==> config.mk <==
export PLATFORM = sky130hd
export DESIGN_NAME = smc_lite
export DESIGN_NICKNAME = d
export VERILOG_FILES = /design/src/source/smc_pkg.sv /design/src/source/smc_lite.sv /design/src/source/smc_data_path.sv /design/src/source/smc_wr_enable.sv /design/src/source/smc_strobe.sv /design/src/source/smc_cfg_regs.sv
export SDC_FILE = /design/constraint.sdc
export NUM_CORES = 1
export LEC_CHECK = 0
export BUFFER_PORTS_ARGS = -buffer_cell sky130_fd_sc_hd__buf_2
export CORE_MARGIN = 2
export CORE_UTILIZATION = 45
export DETAILED_ROUTE_END_ITERATION = 10
export PLACE_DENSITY = 0.78
export SYNTH_ARGS = -nofsm -noshare
export SYNTH_HDL_FRONTEND = slang
export SYNTH_SLANG_ARGS = --single-unit
==> constraint.sdc <==
create_clock -name hclk -period 3.1 [get_ports hclk]
set_clock_uncertainty 0.1 [all_clocks]
set_input_delay 0.62 -clock hclk [delete_from_list [all_inputs] [get_ports hclk]]
set_output_delay 0.62 -clock hclk [all_outputs]
set_load 0.02 [all_outputs]
==> src/source/smc_pkg.sv <==
// static memory controller, shared definitions
// bus widths, timing field width and reset defaults,
// access size encoding, host request, timing config
// and the external memory bus bundle

package smc_pkg;

  // ------------------------------
  // widths
  // ------------------------------
  localparam int ADDR_W = 16;
  localparam int DATA_W = 32;
  localparam int LANES  = 4;
  // each timing field counts 1..15 cycles
  localparam int CNT_W  = 4;

  // timing defaults after reset
  localparam logic [CNT_W-1:0] CFG_SETUP_RST  = 4'd1;
  localparam logic [CNT_W-1:0] CFG_STROBE_RST = 4'd2;
  localparam logic [CNT_W-1:0] CFG_HOLD_RST   = 4'd1;

  // ------------------------------
  // types
  // ------------------------------
  // access size
  typedef enum logic [1:0] {
    SIZE_BYTE = 2'b00,
    SIZE_HALF = 2'b01,
    SIZE_WORD = 2'b10
  } smc_size_t;

  // one host access, 51 bits
  typedef struct packed {
    logic [ADDR_W-1:0] addr;
    logic [DATA_W-1:0] wdata;
    smc_size_t         size;
    logic              write;
  } smc_req_t;

  // phase lengths in hclk cycles, 12 bits
  typedef struct packed {
    logic [CNT_W-1:0] t_setup;
    logic [CNT_W-1:0] t_strobe;
    logic [CNT_W-1:0] t_hold;
  } smc_cfg_t;

  // pins toward the device, all strobes active low, 55 bits
  typedef struct packed {
    logic [ADDR_W-1:0] addr;
    logic [DATA_W-1:0] wdata;
    logic              n_cs;
    logic              n_oe;
    logic [LANES-1:0]  n_we;
    logic              n_wr;
  } smc_mem_t;

endpackage
==> src/source/smc_lite.sv <==
// static memory controller, lite top level
// single chip select SRAM-style controller: config registers,
// phase sequencer, write enable gating and data path,
// with the external pins packed into one bus struct

module smc_lite (
  input  logic                       hclk,
  input  logic                       rst_n,
  input  logic                       req,
  input  smc_pkg::smc_req_t          req_data,
  input  logic                       cfg_wr,
  input  smc_pkg::smc_cfg_t          cfg_wdata,
  output logic                       busy,
  output logic                       done,
  output logic [smc_pkg::DATA_W-1:0] rdata,
  output smc_pkg::smc_mem_t          mem,
  input  logic [smc_pkg::DATA_W-1:0] mem_rdata
);

  import smc_pkg::*;

  // ------------------------------
  // internal wires
  // ------------------------------
  smc_cfg_t          cfg;
  logic              latch;
  logic              capture;
  logic              r_full;
  logic              n_cs;
  logic              n_oe;
  logic              n_r_wr;
  logic [ADDR_W-1:0] addr;
  logic [DATA_W-1:0] wdata;
  smc_size_t         size;
  logic              write;
  logic [LANES-1:0]  n_we;
  logic              n_wr;

  smc_cfg_regs u_cfg_regs (
    .hclk      (hclk),
    .rst_n     (rst_n),
    .cfg_wr    (cfg_wr),
    .cfg_wdata (cfg_wdata),
    .busy      (busy),
    .cfg       (cfg)
  );

  smc_strobe u_strobe (
    .hclk    (hclk),
    .rst_n   (rst_n),
    .req     (req),
    .write   (write),
    .cfg     (cfg),
    .busy    (busy),
    .done    (done),
    .latch   (latch),
    .capture (capture),
    .r_full  (r_full),
    .n_cs    (n_cs),
    .n_oe    (n_oe),
    .n_r_wr  (n_r_wr)
  );

  smc_wr_enable u_wr_enable (
    .r_full  (r_full),
    .n_r_wr  (n_r_wr),
    .size    (size),
    .addr_lo (addr[1:0]),
    .n_we    (n_we),
    .n_wr    (n_wr)
  );

  smc_data_path u_data_path (
    .hclk      (hclk),
    .rst_n     (rst_n),
    .latch     (latch),
    .capture   (capture),
    .req_data  (req_data),
    .mem_rdata (mem_rdata),
    .addr      (addr),
    .wdata     (wdata),
    .size      (size),
    .write     (write),
    .rdata     (rdata)
  );

  // pin bundle toward the device
  assign mem = '{addr: addr, wdata: wdata, n_cs: n_cs, n_oe: n_oe, n_we: n_we, n_wr: n_wr};

endmodule

==> src/source/smc_data_path.sv <==
// static memory controller, data path
// latches the accepted request, replicates narrow write data
// across the byte lanes, and captures read data aligned down
// to bit 0 with zero extension

module smc_data_path (
  input  logic                       hclk,
  input  logic                       rst_n,
  input  logic                       latch,
  input  logic                       capture,
  input  smc_pkg::smc_req_t          req_data,
  input  logic [smc_pkg::DATA_W-1:0] mem_rdata,
  output logic [smc_pkg::ADDR_W-1:0] addr,
  output logic [smc_pkg::DATA_W-1:0] wdata,
  output smc_pkg::smc_size_t         size,
  output logic                       write,
  output logic [smc_pkg::DATA_W-1:0] rdata
);

  import smc_pkg::*;

  smc_req_t          req_q;
  logic [DATA_W-1:0] rd_aligned;

  // ------------------------------
  // request latch
  // ------------------------------
  always_ff @(posedge hclk or negedge rst_n)
  begin
    if (!rst_n)
    begin
      req_q <= '0;
    end
    else if (latch)
    begin
      req_q <= req_data;
    end
  end

  assign addr = req_q.addr;
  assign size = req_q.size;
  // incoming op forwarded on the accept edge,
  // the sequencer sets n_oe from it in the same cycle
  assign write = latch ? req_data.write : req_q.write;

  // lane replication, host data is right aligned
  always_comb
  begin
    case (req_q.size)
      SIZE_BYTE: wdata = {LANES{req_q.wdata[7:0]}};
      SIZE_HALF: wdata = {2{req_q.wdata[15:0]}};
      default:   wdata = req_q.wdata;
    endcase
  end

  // ------------------------------
  // read alignment
  // ------------------------------
  always_comb
  begin
    case (req_q.size)
      SIZE_BYTE: rd_aligned = {24'd0, mem_rdata[8*req_q.addr[1:0] +: 8]};
      SIZE_HALF: rd_aligned = {16'd0, mem_rdata[16*req_q.addr[1] +: 16]};
      default:   rd_aligned = mem_rdata;
    endcase
  end

  // held until the next read capture
  always_ff @(posedge hclk or negedge rst_n)
  begin
    if (!rst_n)
    begin
      rdata <= '0;
    end
    else if (capture)
    begin
      rdata <= rd_aligned;
    end
  end

endmodule

==> src/source/smc_wr_enable.sv <==
// static memory controller, write enable gating
// decodes active byte lanes from size and low address bits,
// then gates lane enables and write strobe with r_full so they
// only assert inside the full-cycle strobe phase

module smc_wr_enable (
  input  logic               r_full,
  input  logic               n_r_wr,
  input  smc_pkg::smc_size_t size,
  input  logic [1:0]         addr_lo,
  output logic [3:0]         n_we,
  output logic               n_wr
);

  import smc_pkg::*;

  // raw active-low lane mask, held for the pending write
  logic [LANES-1:0] n_r_we;

  // ------------------------------
  // lane decode
  // ------------------------------
  always_comb
  begin
    case (size)
      SIZE_BYTE: n_r_we = ~(LANES'(1) << addr_lo);
      SIZE_HALF: n_r_we = addr_lo[1] ? 4'b0011 : 4'b1100;
      default:   n_r_we = 4'b0000;
    endcase
    // reads keep every lane off
    n_r_we = n_r_we | {LANES{n_r_wr}};
  end

  // ------------------------------
  // gate with full-cycle phase
  // ------------------------------
  assign n_we = {LANES{~r_full}} | n_r_we;
  assign n_wr = ~r_full | n_r_wr;

endmodule

==> src/source/smc_strobe.sv <==
// static memory controller, access sequencer
// runs setup, strobe and hold phases for one access at a time,
// drives registered chip select, output enable and raw write
// strobe, the full-cycle phase level r_full, busy and done,
// plus the latch and capture pulses for the data path

module smc_strobe (
  input  logic              hclk,
  input  logic              rst_n,
  input  logic              req,
  input  logic              write,
  input  smc_pkg::smc_cfg_t cfg,
  output logic              busy,
  output logic              done,
  output logic              latch,
  output logic              capture,
  output logic              r_full,
  output logic              n_cs,
  output logic              n_oe,
  output logic              n_r_wr
);

  import smc_pkg::*;

  typedef enum logic [1:0] {
    ST_IDLE,
    ST_SETUP,
    ST_STROBE,
    ST_HOLD
  } state_t;

  state_t           state_q;
  // cycles left in the current phase
  logic [CNT_W-1:0] cnt_q;
  // per-access copy of the later phase lengths
  logic [CNT_W-1:0] t_strobe_q;
  logic [CNT_W-1:0] t_hold_q;
  logic             last;

  assign last = (cnt_q == CNT_W'(1));

  // request taken only when nothing is in flight
  assign latch = req & ~busy;

  // read data sampled at the end of the last strobe cycle
  assign capture = (state_q == ST_STROBE) & last & ~write;

  // timing snapshot, so a cfg write on the accept edge
  // does not split one access across two settings
  always_ff @(posedge hclk)
  begin
    if (latch)
    begin
      t_strobe_q <= cfg.t_strobe;
      t_hold_q   <= cfg.t_hold;
    end
  end

  // ------------------------------
  // phase FSM, registered strobes
  // ------------------------------
  always_ff @(posedge hclk or negedge rst_n)
  begin
    if (!rst_n)
    begin
      state_q <= ST_IDLE;
      cnt_q   <= '0;
      busy    <= 1'b0;
      done    <= 1'b0;
      r_full  <= 1'b0;
      n_cs    <= 1'b1;
      n_oe    <= 1'b1;
      n_r_wr  <= 1'b1;
    end
    else
    begin
      // done is a single cycle pulse
      done <= 1'b0;
      case (state_q)
        ST_IDLE:
        begin
          if (latch)
          begin
            state_q <= ST_SETUP;
            cnt_q   <= cfg.t_setup;
            busy    <= 1'b1;
            n_cs    <= 1'b0;
            // output enable only for reads
            n_oe    <= write;
          end
          else
          begin
            // drops after the done cycle
            busy <= 1'b0;
          end
        end
        ST_SETUP:
        begin
          if (last)
          begin
            state_q <= ST_STROBE;
            cnt_q   <= t_strobe_q;
            r_full  <= 1'b1;
            n_r_wr  <= ~write;
          end
          else
          begin
            cnt_q <= cnt_q - 1'b1;
          end
        end
        ST_STROBE:
        begin
          if (last)
          begin
            state_q <= ST_HOLD;
            cnt_q   <= t_hold_q;
            r_full  <= 1'b0;
            n_r_wr  <= 1'b1;
            n_oe    <= 1'b1;
          end
          else
          begin
            cnt_q <= cnt_q - 1'b1;
          end
        end
        ST_HOLD:
        begin
          // chip select held through hold
          if (last)
          begin
            state_q <= ST_IDLE;
            n_cs    <= 1'b1;
            done    <= 1'b1;
          end
          else
          begin
            cnt_q <= cnt_q - 1'b1;
          end
        end
        default:
        begin
          state_q <= ST_IDLE;
        end
      endcase
    end
  end

endmodule

==> src/source/smc_cfg_regs.sv <==
// static memory controller, timing configuration registers
// holds setup, strobe and hold lengths for the sequencer,
// loads defaults on reset and takes host writes only while idle
// so an access in flight keeps its timing

module smc_cfg_regs (
  input  logic              hclk,
  input  logic              rst_n,
  input  logic              cfg_wr,
  input  smc_pkg::smc_cfg_t cfg_wdata,
  input  logic              busy,
  output smc_pkg::smc_cfg_t cfg
);

  import smc_pkg::*;

  // a zero length phase is not allowed, store it as one
  function automatic logic [CNT_W-1:0] clamp_field(input logic [CNT_W-1:0] val);
    logic [CNT_W-1:0] res;
    res = val;
    if (val == '0)
    begin
      res = CNT_W'(1);
    end
    return res;
  endfunction

  // write is accepted only with the sequencer idle
  logic wr_ok;

  assign wr_ok = cfg_wr & ~busy;

  // ------------------------------
  // timing fields
  // ------------------------------
  always_ff @(posedge hclk or negedge rst_n)
  begin
    if (!rst_n)
    begin
      cfg.t_setup  <= CFG_SETUP_RST;
      cfg.t_strobe <= CFG_STROBE_RST;
      cfg.t_hold   <= CFG_HOLD_RST;
    end
    else if (wr_ok)
    begin
      // all three fields move together
      cfg.t_setup  <= clamp_field(cfg_wdata.t_setup);
      cfg.t_strobe <= clamp_field(cfg_wdata.t_strobe);
      cfg.t_hold   <= clamp_field(cfg_wdata.t_hold);
    end
  end

endmodule

# [Word level (Yosys, flattened, before mapping)]
# Cells that the tools add are included.
[totals] regBits=115 latch_bits=0 mem_bits_rw=0 romBits=0 input_bits=99 output_inout_bits=89 word_cells=86 mem_count=0
[classes] addsub=1 multipliers=0 n_div=0 order_cmp=0 eq_ne=10 n_shift=3 n_mux=30 n_bitwise=11 n_reduce_logical=13
[op_table] cell="32-bit case mux with 2 select lines" n=2
[op_table] cell="4-bit 2-to-1 mux" n=8
[op_table] cell="32-bit by 6-bit variable part select with 16-bit output" n=1
[op_table] cell="32-bit by 6-bit variable part select with 8-bit output" n=1
[op_table] cell="4-bit case mux with 4 select lines" n=1
[op_table] cell="4-bit zero test" n=3
[op_table] cell="1-bit 2-to-1 mux" n=9
[op_table] cell="3-bit AND reduction" n=3
[op_table] cell="2-bit 2-to-1 mux" n=4
[op_table] cell="2-bit by 1-bit != test with 1-bit output, second input constant" n=4
[op_table] cell="4-bit OR" n=2
[op_table] cell="1-bit case mux with 2 select lines" n=4
[op_table] cell="2-bit case mux with 4 select lines" n=1
[op_table] cell="4-bit case mux with 2 select lines" n=1
[op_table] cell="2-bit nonzero test" n=3
[op_table] cell="1-bit AND" n=4
[op_table] cell="2-bit by 1-bit == test with 1-bit output, second input constant" n=2
[op_table] cell="2-bit == test, second input constant" n=2
[op_table] cell="4-bit by 1-bit == test with 1-bit output, second input constant" n=1
[op_table] cell="2-bit zero test" n=2
[op_table] cell="4-bit inverter" n=1
[op_table] cell="4-bit AND reduction" n=1
[op_table] cell="1-bit by 2-bit left shift with 4-bit output, first input constant" n=1
[op_table] cell="4-bit by 1-bit subtractor with 4-bit output, second input constant" n=1
[op_table] cell="4 further kinds" n=6

# [Logic depth before layout (Yosys ltp)]
# Gate-level depths: netlist of run 1.
[depth] depth_word=6 depth_mapped=7 depth_no_buf=6

# [Hierarchy]
# A second synthesis of run 1 with hierarchy kept.
[hier_totals] hier_cells=518 area_unflattened_um2=5866.9
[by_module_without_submodules] mod="smc_data_path" instances=1 cells_per_inst=377 area_each_um2=4220.3 seq_area_each_um2=2077.0
[by_module_without_submodules] mod="smc_strobe" instances=1 cells_per_inst=94 area_each_um2=1033.5 seq_area_each_um2=544.3
[by_module_without_submodules] mod="smc_cfg_regs" instances=1 cells_per_inst=35 area_each_um2=531.8 seq_area_each_um2=304.0
[by_module_without_submodules] mod="smc_wr_enable" instances=1 cells_per_inst=9 area_each_um2=58.8 seq_area_each_um2=0.0
[by_module_without_submodules] mod="smc_lite" instances=1 cells_per_inst=3 area_each_um2=22.5 seq_area_each_um2=0.0

# [Worst setup path before layout of run 1]
# No wires, ideal clock.
[synth_timing] path_kind="register to output" startpoint="reg u_data_path.req_q (netlist bit u_data_path.size[1])" endpoint="out mem[37] (netlist name)" arrival_ns=1.369 required_time_ns=2.380 setup_slack_ns=1.011 stages_incl_launch_ff=5 n_path_buf=3 path_cell_list="dfrtp_1 > buf_2 > buf_2 > clkbuf_1 > o21ai_0"
[synth_rtl] item="from (decl)" line="smc_data_path.sv:22" rtl="smc_req_t req_q;"
[synth_rtl] item="from (signal assigned)" line="smc_data_path.sv:36" rtl="req_q <= req_data;"
[synth_rtl] item="to (decl)" line="smc_lite.sv:16" rtl="output smc_pkg::smc_mem_t mem,"

==> qor_table.md, run 1 <==
| Quantity | Reported | Unit |
|---|---|---|
| Number of cell rows | 40 | - |
| Floorplan die height | 116 | um |
| Fraction of final layout cells with drive strength greater than 1 | 0.343 | - |
| Launch point of the worst hold path | req_data[49] | - |
| Top achievable clock speed | 383 | MHz |
| Synth Area per Inst | 9.28 | um^2 |
| Endpoints failing hold | 0 | - |
| Slew margin rel. | 0.581 | - |
| Core region area | 12200 | um^2 |
| Distinct cells, synth | 43 | - |
| Tcrit/Tclk final | 0.842 | - |
| Routed wire per std cell | 14.9 | um |
| Area of all placed cells without fillers | 7130 | um^2 |
| Share of flip-flops with an asynchronous set or reset | 0.930 | - |
| Category of the most critical setup path | reg -> out | - |
| Synthesized-area fraction occupied by and/or/nand/nor cells | 0.205 | - |
| Root buf cell | clkbuf_16 | - |
| P&R area growth vs syn | 26.0 | % |
| Input/output buffers | 187 | - |
| DR pass1 iterations | 4 | - |
| Clk sink count | 115 | - |
| Worst-case clock buffer depth | 2 | - |
| Maximum number of pins on one net before global-route repair | 65 | - |
| Transition at the pin with the smallest max-transition slack | 628 | ps |
| Initial detailed-routing violation count | 252 | - |
| Die outline area | 13500 | um^2 |
| Net Switching | 0.00335 | W |
| Leading register cell type out of synthesis | dfrtp_1 | - |
| Clock-pin slew reported for the worst setup and hold paths after clock tree synthesis | 50 | ps |
| Dominant combinational cell family by area after synthesis | simple AND/OR/NAND/NOR gates | - |
| Length in cells of the worst reg-to-reg path | 6 | - |
| Buffers inserted by post-CTS timing repair | 0 | - |
| Final worst path period need | 2610 | ps |
| Clock power share | 0.246 | - |
| Data required time of the critical path | 2380 | ps |
| Combinational cell fraction of total power | 0.430 | - |
| Count of vias placed by the detailed router | 4738 | - |
| Total routing resource utilization after global routing | 0.213 | - |
| Setup repair after global routing missed its margin | false | - |
| Post-route DRC violation count | 0 | - |
| Hold-critical path depth | 3 | - |
| Critical Path Start | u_data_path.size[1]$_DFFE_PN0P_ | - |
| Via count of the first global-routing pass | 4594 | - |
| Proportion of total power due to net switching | 0.408 | - |
| Critical Path End Type | output pin | - |
| PostCTS Resize Cnt | 0 | - |
| Placer Congestion | 0.817 | - |
| Post-Syn Area | 5660 | um^2 |
| Area share of the largest cell type after synthesis | 0.447 | - |
| Flip-flop and latch count after synthesis | 115 | - |
| Ranking of synthesized cells by area | dfrtp_1, nand2_1, mux2_2 | - |
| Number of antenna violations at the first check in global routing | 0 | - |
| Peak ir drop on the vdd network | 0.000554 | V |
| Clock latency reported for the late side of the worst-skew pair | 410 | ps |
| PnR worst setup slack | 491 | ps |
| Routed vias/inst | 5.04 | - |
| Max-cap violation count | 0 | - |
| Max-slew violation count | 0 | - |
| Pwr per Cell Area | 1150 | nW/um^2 |
| Biggest area consumer among synthesized cells | dfrtp_1 | - |
| Outcome | finished, final reports clean | - |
| Startpoint type of the worst setup path | register | - |
| Clock tree from TritonCTS | built | - |
| Total power consumption of the routed design | 0.00821 | W |
| Level count of the clock H-tree | 4 | - |
| Yosys warns | 0 | - |
| Antenna-violating nets left | 0 | - |
| Synthesized instance count | 610 | - |
| Worst Hold Class | in -> reg | - |
| Crit Reg-Reg Startpoint | u_strobe.cnt_q[1]$_DFFE_PN0P_ | - |
| Number of nets in the synthesized netlist | 715 | - |
| Final global-route overflow total | 0 | - |
| Number of primary I/O pins | 188 | - |
| Antenna diode count | 0 | - |
| Final cell utilization of the core | 0.586 | - |
| Aggregate negative setup slack | 0 | ps |
| Estimated wirelength of the detail-placed design | 9850 | um |
| Multiplexer share of the synthesized area | 0.0679 | - |
| Clock buffer count from CTS | 17 | - |
| Crit path DAT | 1890 | ps |
| Share of synthesized area occupied by flip-flops and latches | 0.517 | - |
| Count of flip-flops with a built-in enable after synthesis | 8 | - |
| Xor/xnor cell area share of the yosys netlist | 0.00155 | - |
| Share of synthesized cell area in full adder, half adder and majority cells | 0.0133 | - |
| Post-placement setup slack | 907 | ps |
| First-pass GRT wire length | 22200 | um |
| CP max FO | 60 | - |
| Sum of routed wire length over all layers | 14000 | um |
| Setup violation total in the final timing report | 0 | - |
| Leak pwr | 3.65 | nW |
| Final-stage net count | 864 | - |
| Effective utilization at floorplan | 0.465 | - |
| Seq pwr share | 0.324 | - |
| Post-detailed-placement cell area | 6510 | um^2 |
| Post-synthesis compound-gate area fraction | 0.123 | - |
| # hold bufs at CTS | 1 | - |
| Chip Width | 116 | um |
| Cell internal pwr | 0.00486 | W |
## synth_stat cells, types with 10 or more instances
cell / instances
buf_4: 27
clkbuf_1: 17
nand2_1: 214
a22o_1: 10
dfrtp_1: 101
nor2_1: 21
a21oi_1: 10
buf_2: 22
mux2_2: 27
or3_1: 15
o31ai_1: 13
o21ai_0: 38
## layer usage
metal / up-vias / global-route usage / routed length (um)
li1: 2324 / - / -
met3: 25 / 0.0690 / 1050
met1: 2202 / 0.266 / 6050
met4: 0 / 0.0825 / 282
met2: 187 / 0.345 / 6600
met5: - / 0 / 0
## cells by family after synthesis
family	count (synthesis)
AOI/OAI and AO/OA	103
xor gates and xnor gates	1
adders and majority gates	6
buffers and inverters	75
DFF	115
muxes	35
and+or+nand+nor	275
## placed cells by master, fill, tap and decap left out, drive strengths merged, types with 10 or more instances in the layout
cell type	Yosys	final
o31ai	13	13
a22o	10	10
a21oi	11	11
nand2	214	214
buf	49	195
o21ai	38	38
nor2	22	22
or3	15	15
dfrtp	101	101
mux2	27	27
clkbuf	17	17
## final cells by class
type	instances	area [um^2]
clock buffer	17	425
clock inverter	15	189
fill	1049	5030
inverter	9	33.8
multi-input combinational	420	2320
sequential	115	2930
tap	168	210
timing repair buffer	196	1020
## path summary, 6_finish.rpt
check	end	slack (ps)
max	mem[2]	490
min	u_data_path.addr[14]$_DFFE_PN0P_	300
max reg2reg	u_data_path.rdata[1]$_DFFE_PN0P_	930
min reg2reg	u_strobe.t_hold_q[2]$_DFFE_PP_	340
max in group asynchronous	u_data_path.size[1]$_DFFE_PN0P_	1680
min in group asynchronous	u_data_path.req_q[7]$_DFFE_PN0P_	530
## per-stage QoR
step                      hold slack (ps)  cells
final                                 296    940
after global routing                  288    940
after CTS                             277    940
after detailed placement              330    907
after global placement                328    907
after floorplan                       224    610
## registers in the layout (all words and copies together), names as in the netlist, 4 cells and up
name	flops
u_cfg_regs.cfg	12
u_data_path.addr	16
u_data_path.rdata	32
u_data_path.req_q	33
u_strobe.cnt_q	4
u_strobe.t_hold_q	4
u_strobe.t_strobe_q	4
## power by group through the flow
stage / Combinational [W] / Sequential (W) / Clock [W]
floorplan: 0.00252 / 0.00278 / 0
global placement: 0.00348 / 0.00265 / 0
detailed placement: 0.00355 / 0.00267 / 0
CTS: 0.00356 / 0.00266 / 0.00206
global route: 0.00390 / 0.00275 / 0.00213
finish: 0.00353 / 0.00266 / 0.00202
## worst max-delay path, stage by stage, from the launching register on
cell	delay (ps)
dfrtp_2	360
buf_4	510
nor2b_1	140
nor2_1	170
o31ai_1	100
buf_2	190
Note: power is estimated with default switching activity, not from simulation.
==> inputs of run 2 (changes only) <==
- clock period: 3.1 -> 2.5 ns (I/O delays scaled with it)
==> run 2 against run 1 <==
Against the previous run:
- critical path type unchanged
- total power rose by 23%
- clock-buffer cell count up 11
- sequential power is 24% higher
- cell area barely moved
- hold slack got worse by 120 ps
- critical path depth fell by 2
- combinational power is 25% higher
- routed wire length down 0.43%
- register-to-register slack worse by 700 ps
- cell count grew 0.32%
- first-iteration DRC count grew 17%
- via count down 0.32%
==> qor_table.md, run 2 (same netlist as run 1, synthesis figures left out) <==
| Quantity | Reported | Unit | Delta |
|---|---|---|---|
| Outcome | finished, final reports clean | - |  |
| Clk sink count | 115 | - | unchanged |
| Setup violation total in the final timing report | 0 | - | unchanged |
| Tcrit/Tclk final | 0.972 | - |  |
| Input/output buffers | 187 | - | unchanged |
| Effective utilization at floorplan | 0.465 | - | unchanged |
| Clock-pin slew reported for the worst setup and hold paths after clock tree synthesis | 50 | ps | about the same |
| Number of antenna violations at the first check in global routing | 0 | - | unchanged |
| Slew margin rel. | 0.599 | - | +0.0183 |
| Max-cap violation count | 0 | - | unchanged |
| Floorplan die height | 116 | um | unchanged |
| Internal reg-to-reg setup slack | 230 | ps | -700 ps |
| CP max FO | 9 | - | -85% |
| Max-slew violation count | 0 | - | unchanged |
| Aggregate negative setup slack | 0 | ps | unchanged |
| Antenna diode count | 0 | - | unchanged |
| Total routing resource utilization after global routing | 0.215 | - | +0.00223 |
| Final cell utilization of the core | 0.586 | - | about the same |
| Chip Width | 116 | um | unchanged |
| Launch point of the worst hold path | req_data[5] | - |  |
| Estimated wirelength of the detail-placed design | 9790 | um | -0.61% |
| Routed vias/inst | 5.01 | - | -0.63% |
| P&R area growth vs syn | 25.9 | % | about the same |
| Leak pwr | 3.67 | nW | +0.44% |
| Data required time of the critical path | 1900 | ps | -480 ps |
| Final worst path period need | 2430 | ps |  |
| Count of vias placed by the detailed router | 4723 | - | -0.32% |
| Number of cell rows | 40 | - | unchanged |
| Final global-route overflow total | 0 | - | unchanged |
| Buffers inserted by post-CTS timing repair | 0 | - | unchanged |
| Maximum number of pins on one net before global-route repair | 65 | - | unchanged |
| Routed wire per std cell | 14.8 | um | -0.75% |
| Top achievable clock speed | 412 | MHz |  |
| Worst Hold Class | in -> reg | - |  |
| Endpoints failing hold | 0 | - | unchanged |
| Crit path DAT | 1830 | ps | -60 ps |
| Via count of the first global-routing pass | 4504 | - | -2.0% |
| Antenna-violating nets left | 0 | - | unchanged |
| Clock latency reported for the late side of the worst-skew pair | 410 | ps | about the same |
| Pwr per Cell Area | 1410 | nW/um^2 | +23% |
| Sum of routed wire length over all layers | 13900 | um | -0.43% |
| Number of primary I/O pins | 188 | - | unchanged |
| DR pass1 iterations | 4 | - | unchanged |
| Clock buffer count from CTS | 17 | - | unchanged |
| Number of flip-flops in the largest register | 33 | - | unchanged |
| Fraction of final layout cells with drive strength greater than 1 | 0.342 | - | -0.00133 |
| Final-stage net count | 867 | - | +0.35% |
| Root buf cell | clkbuf_16 | - |  |
| Post-route DRC violation count | 0 | - | unchanged |
| Category of the most critical setup path | reg -> out | - |  |
| Transition at the pin with the smallest max-transition slack | 601 | ps | -27.4 ps |
| PnR worst setup slack | 71.2 | ps | -420 ps |
| Clock tree from TritonCTS | built | - |  |
| Startpoint type of the worst setup path | register | - |  |
| Peak ir drop on the vdd network | 0.000707 | V | +27% |
| Critical Path End Type | output pin | - |  |
| Commonest non-fill, non-tap cells in the layout | nand2_1, buf_2, dfrtp_1, o21ai_0, mux2_2 | - |  |
| Die outline area | 13500 | um^2 | unchanged |
| Most flops, register | u_data_path.req_q | - |  |
| Post-placement setup slack | 339 | ps | -569 ps |
| Level count of the clock H-tree | 4 | - | unchanged |
| Placer Congestion | 0.873 | - | +6.9% |
| Critical Path Start | u_data_path.size[1]$_DFFE_PN0P_ | - |  |
| Worst-case clock buffer depth | 2 | - | unchanged |
| Layout fillers | 1089 | - | +3.8% |
| First-pass GRT wire length | 22300 | um | +0.59% |
| Most common cell after layout, fill and taps aside | nand2_1 | - |  |
| PostCTS Resize Cnt | 0 | - | unchanged |
| Setup repair after global routing missed its margin | false | - |  |
| Crit Reg-Reg Startpoint | u_data_path.addr[1]$_DFFE_PN0P_ | - |  |
| Core region area | 12200 | um^2 | unchanged |
| Initial detailed-routing violation count | 294 | - | +17% |
-- run 2: cell types whose count changed in the layout (fill, tap and decap cells not counted), sizes merged --
cell,delta
buf,+3
bufinv,-2
clkbuf,+11
clkinv,-4
clkinvlp,-4
inv,-1
-- run 2: per-stage QoR --
step	hold slack (ps)	total power, W	cell area [um^2]	instances
2_1_floorplan	104	0.00657	5660	610
3_3_place_gp	323	0.00764	6530	910
3_5_place_dp	325	0.00774	6530	910
4_1_cts	160	0.0102	7130	943
5_1_grt	163	0.0108	7130	943
6_report	180	0.0101	7130	943
-- run 2: what timing repair did --
| item | 4_1_cts | 5_1_grt |
|---|---|---|
| endpoints found under the setup margin | 0 | 0 |
| hold endpoints to repair | 26 | 0 |
| hold buffers | 1 | 0 |
-- run 2: where the power goes --
group,internal (W),leakage (nW),switching (W)
Sequential,0.00274,1.41,0.000546
Clock,0.00160,0.289,0.000786
Combinational,0.00165,1.97,0.00275
-- run 2: per-layer routing --
| layer | GRT usage | vias up | part of all wire |
|---|---|---|---|
| met5 | 0 | - | 0 |
| met4 | 0.0810 | 0 | 0.020 |
| met3 | 0.0690 | 21 | 0.081 |
| met2 | 0.338 | 193 | 0.46 |
| met1 | 0.279 | 2184 | 0.44 |
| li1 | - | 2325 | - |
-- run 2: worst paths after layout --
path                                               endpoint  cells past startpoint
min in group asynchronous     u_cfg_regs.cfg[2]$_DFFE_PN0P_                      2
max reg2reg                u_data_path.rdata[1]$_DFFE_PN0P_                      4
max in group asynchronous       u_strobe.n_r_wr$_DFFE_PN1P_                      3
max                                                 mem[22]                      3
min reg2reg                u_strobe.t_strobe_q[3]$_DFFE_PP_                      0
min                        u_data_path.req_q[5]$_DFFE_PN0P_                      3
-- run 2: area by class of cell --
class,instances,area [um^2],share of cell area
flip-flops and latches,115,2930,0.411
multi-input cells,420,2320,0.326
repair buffers,199,1040,0.146
clock buffers,28,517,0.0725
well taps,168,210,0.0295
clock inverters,4,70.1,0.00983
inverters,9,33.8,0.00474
-- run 2: critical path: stages, from the launching register on --
cell,delay (ps)
dfrtp_2,400
nor2_2,450
mux2_2,410
buf_2,160
==> inputs of run 3 (changes only) <==
- CORE_ASPECT_RATIO: default -> 1.25
==> run 3 against run 2 <==
Against the previous run:
- worst setup slack gained 7.2 ps
- hold slack improved by 7.9 ps
- maximum frequency increased by 0.30%
- sequential share of layout area is 0.079 points higher
- largest cell class unchanged
- critical path type unchanged
- total power decreased by 0.57%
- global-route usage is 0.40 points lower
- clock power fell by 2%
==> qor_table.md, run 3 (same netlist as run 1, synthesis figures left out) <==
| Quantity | Reported | Unit | Delta |
|---|---|---|---|
| Outcome | finished, final reports clean | - |  |
| Post-route DRC violation count | 0 | - | unchanged |
| Count of vias placed by the detailed router | 4779 | - | +1.2% |
| Internal reg-to-reg setup slack | 380 | ps | +150 ps |
| Clock-pin slew reported for the worst setup and hold paths after clock tree synthesis | 50 | ps | about the same |
| Crit path buffers/inverters | 1 | - | unchanged |
| Estimated wirelength of the detail-placed design | 9810 | um | +0.27% |
| Clock tree from TritonCTS | built | - |  |
| Critical Path Max Stage Delay | 470 | ps | +20 ps |
| Delay-heaviest family, CP | simple AND/OR/NAND/NOR gates | - |  |
| Final worst path period need | 2420 | ps | -7.25 ps |
| Routed wire per std cell | 15.0 | um | +1.8% |
| Initial detailed-routing violation count | 255 | - | -13% |
| Clk sink count | 115 | - | unchanged |
| Chip Width | 104 | um | -10% |
| Clock buffer count from CTS | 17 | - | unchanged |
| Placer Congestion | 0.856 | - | -2.0% |
| Number of flip-flops in the largest register | 33 | - | unchanged |
| Clock latency reported for the late side of the worst-skew pair | 400 | ps | about the same |
| Total routing resource utilization after global routing | 0.211 | - | -0.00400 |
| Data required time of the critical path | 1900 | ps | about the same |
| Max-slew violation count | 0 | - | unchanged |
| Final-stage net count | 866 | - | -0.12% |
| Routed vias/inst | 5.09 | - | +1.7% |
| Floorplan die height | 129 | um | +11% |
| Antenna diode count | 0 | - | unchanged |
| Effective utilization at floorplan | 0.463 | - | -0.00214 |
| Endpoints failing hold | 0 | - | unchanged |
| Die outline area | 13500 | um^2 | about the same |
| Slowest stage cell on the critical path | nor2_2 | - |  |
| Category of the most critical setup path | reg -> out | - |  |
| Top achievable clock speed | 413 | MHz | +0.30% |
| Root buf cell | clkbuf_16 | - |  |
| Max-cap violation count | 0 | - | unchanged |
| Fraction of final layout cells with drive strength greater than 1 | 0.345 | - | +0.00303 |
| Core region area | 12200 | um^2 | +0.46% |
| Most flops, register | u_data_path.req_q | - |  |
| Slew margin rel. | 0.572 | - | -0.0273 |
| Startpoint type of the worst setup path | register | - |  |
| Most common cell after layout, fill and taps aside | nand2_1 | - |  |
| Number of cell rows | 45 | - | +13% |
| Crit path DAT | 1820 | ps | about the same |
| Leak pwr | 3.66 | nW | -0.27% |
| Sum of routed wire length over all layers | 14100 | um | +1.2% |
| Critical Path End Type | output pin | - |  |
| CP max FO | 9 | - | unchanged |
| CP Cell Sequence | nor2_2 > mux2_2 > buf_2 | - |  |
| First-pass GRT wire length | 22600 | um | +1.5% |
| Worst Hold Slack | 187 | ps | +7.92 ps |
| Maximum number of pins on one net before global-route repair | 65 | - | unchanged |
| Aggregate negative setup slack | 0 | ps | unchanged |
| Antenna-violating nets left | 0 | - | unchanged |
| Peak ir drop on the vdd network | 0.000705 | V | -0.30% |
| Final global-route overflow total | 0 | - | unchanged |
| Setup violation total in the final timing report | 0 | - | unchanged |
| Commonest non-fill, non-tap cells in the layout | nand2_1, buf_2, dfrtp_1, o21ai_0, mux2_2 | - |  |
| Level count of the clock H-tree | 4 | - | unchanged |
| Pwr per Cell Area | 1410 | nW/um^2 | -0.38% |
| Transition at the pin with the smallest max-transition slack | 642 | ps | +40.9 ps |
| Via count of the first global-routing pass | 4597 | - | +2.1% |
| Number of antenna violations at the first check in global routing | 0 | - | unchanged |
| P&R area growth vs syn | 25.7 | % |  |
| Tcrit/Tclk final | 0.969 | - | -0.00290 |
| Setup repair after global routing missed its margin | true | - |  |
| Number of primary I/O pins | 188 | - | unchanged |
| DR pass1 iterations | 5 | - | +1 |
| Input/output buffers | 187 | - | unchanged |
| PostCTS Resize Cnt | 0 | - | unchanged |
| Worst Hold Class | in -> reg | - |  |
| Worst-case clock buffer depth | 2 | - | unchanged |
run 3: cell count changes in the layout (fill, tap and decap cells not counted), sizes merged:
cell	previous run	this run
buf	198	197
clkinvlp	0	2
clkinv	3	7
clkbuf	28	22
run 3: power by group:
group | switching (W) | internal, W
clock network | 0.000827 | 0.00151
registers | 0.000537 | 0.00274
logic | 0.00274 | 0.00166
run 3: repair_timing:
item / 4_1_cts / 5_1_grt
endpoints found under the setup margin: 0 / 8
buffers inserted: 0 / 0
hold buffers: 1 / 0
hold endpoints to repair: 35 / 0
run 3: tightest hold or removal path: cells and delay by family:
family,cells,cell delay [ps]
simple gates,2,80
buf+inv,1,70
run 3: path summary, 6_finish.rpt:
check | from | depth (start not counted) | to
max in group asynchronous | rst_n | 3 | u_data_path.req_q[29]$_DFFE_PN0P_
hold reg to reg | u_cfg_regs.cfg[6]$_DFFE_PN0P_ | 0 | u_strobe.t_strobe_q[2]$_DFFE_PP_
setup / recovery | u_data_path.size[1]$_DFFE_PN0P_ | 3 | mem[16]
hold / removal | req_data[21] | 3 | u_data_path.req_q[21]$_DFFE_PN0P_
setup reg to reg | u_strobe.state_q[0]$_DFFE_PN0P_ | 6 | u_strobe.cnt_q[3]$_DFFE_PN0P_
min in group asynchronous | rst_n | 2 | u_data_path.addr[3]$_DFFE_PN0P_
run 3: final cells by class:
class                      count  area (um^2)
tap                          164          205
clock buffer                  22          464
sequential                   115         2930
timing repair buffer         198         1050
multi-input combinational    420         2320
inverter                       9         33.8
clock inverter                10          109
fill                        1103         5110
run 3: per-layer routing:
metal	global-route usage	wire length [um]	vias up
li1	-	-	2323
met1	0.259	6020	2283
met2	0.359	7020	156
met3	0.0543	786	17
met4	0.0803	261	0
met5	0	0	-
run 3: stage by stage:
| stage | setup slack, ps | utilization | area, um^2 | std cells | power (W) |
|---|---|---|---|---|---|
| 3_5_place_dp | 385 | 0.534 | 6530 | 905 | 0.00774 |
| 6_report | 78.5 | 0.582 | 7110 | 938 | 0.0100 |
| 4_1_cts | 33.8 | 0.582 | 7110 | 938 | 0.0101 |
| 5_1_grt | -13.3 | 0.582 | 7110 | 938 | 0.0107 |
| 2_1_floorplan | 531 | - | 5660 | 610 | 0.00657 |
| 3_3_place_gp | 416 | 0.534 | 6530 | 905 | 0.00764 |
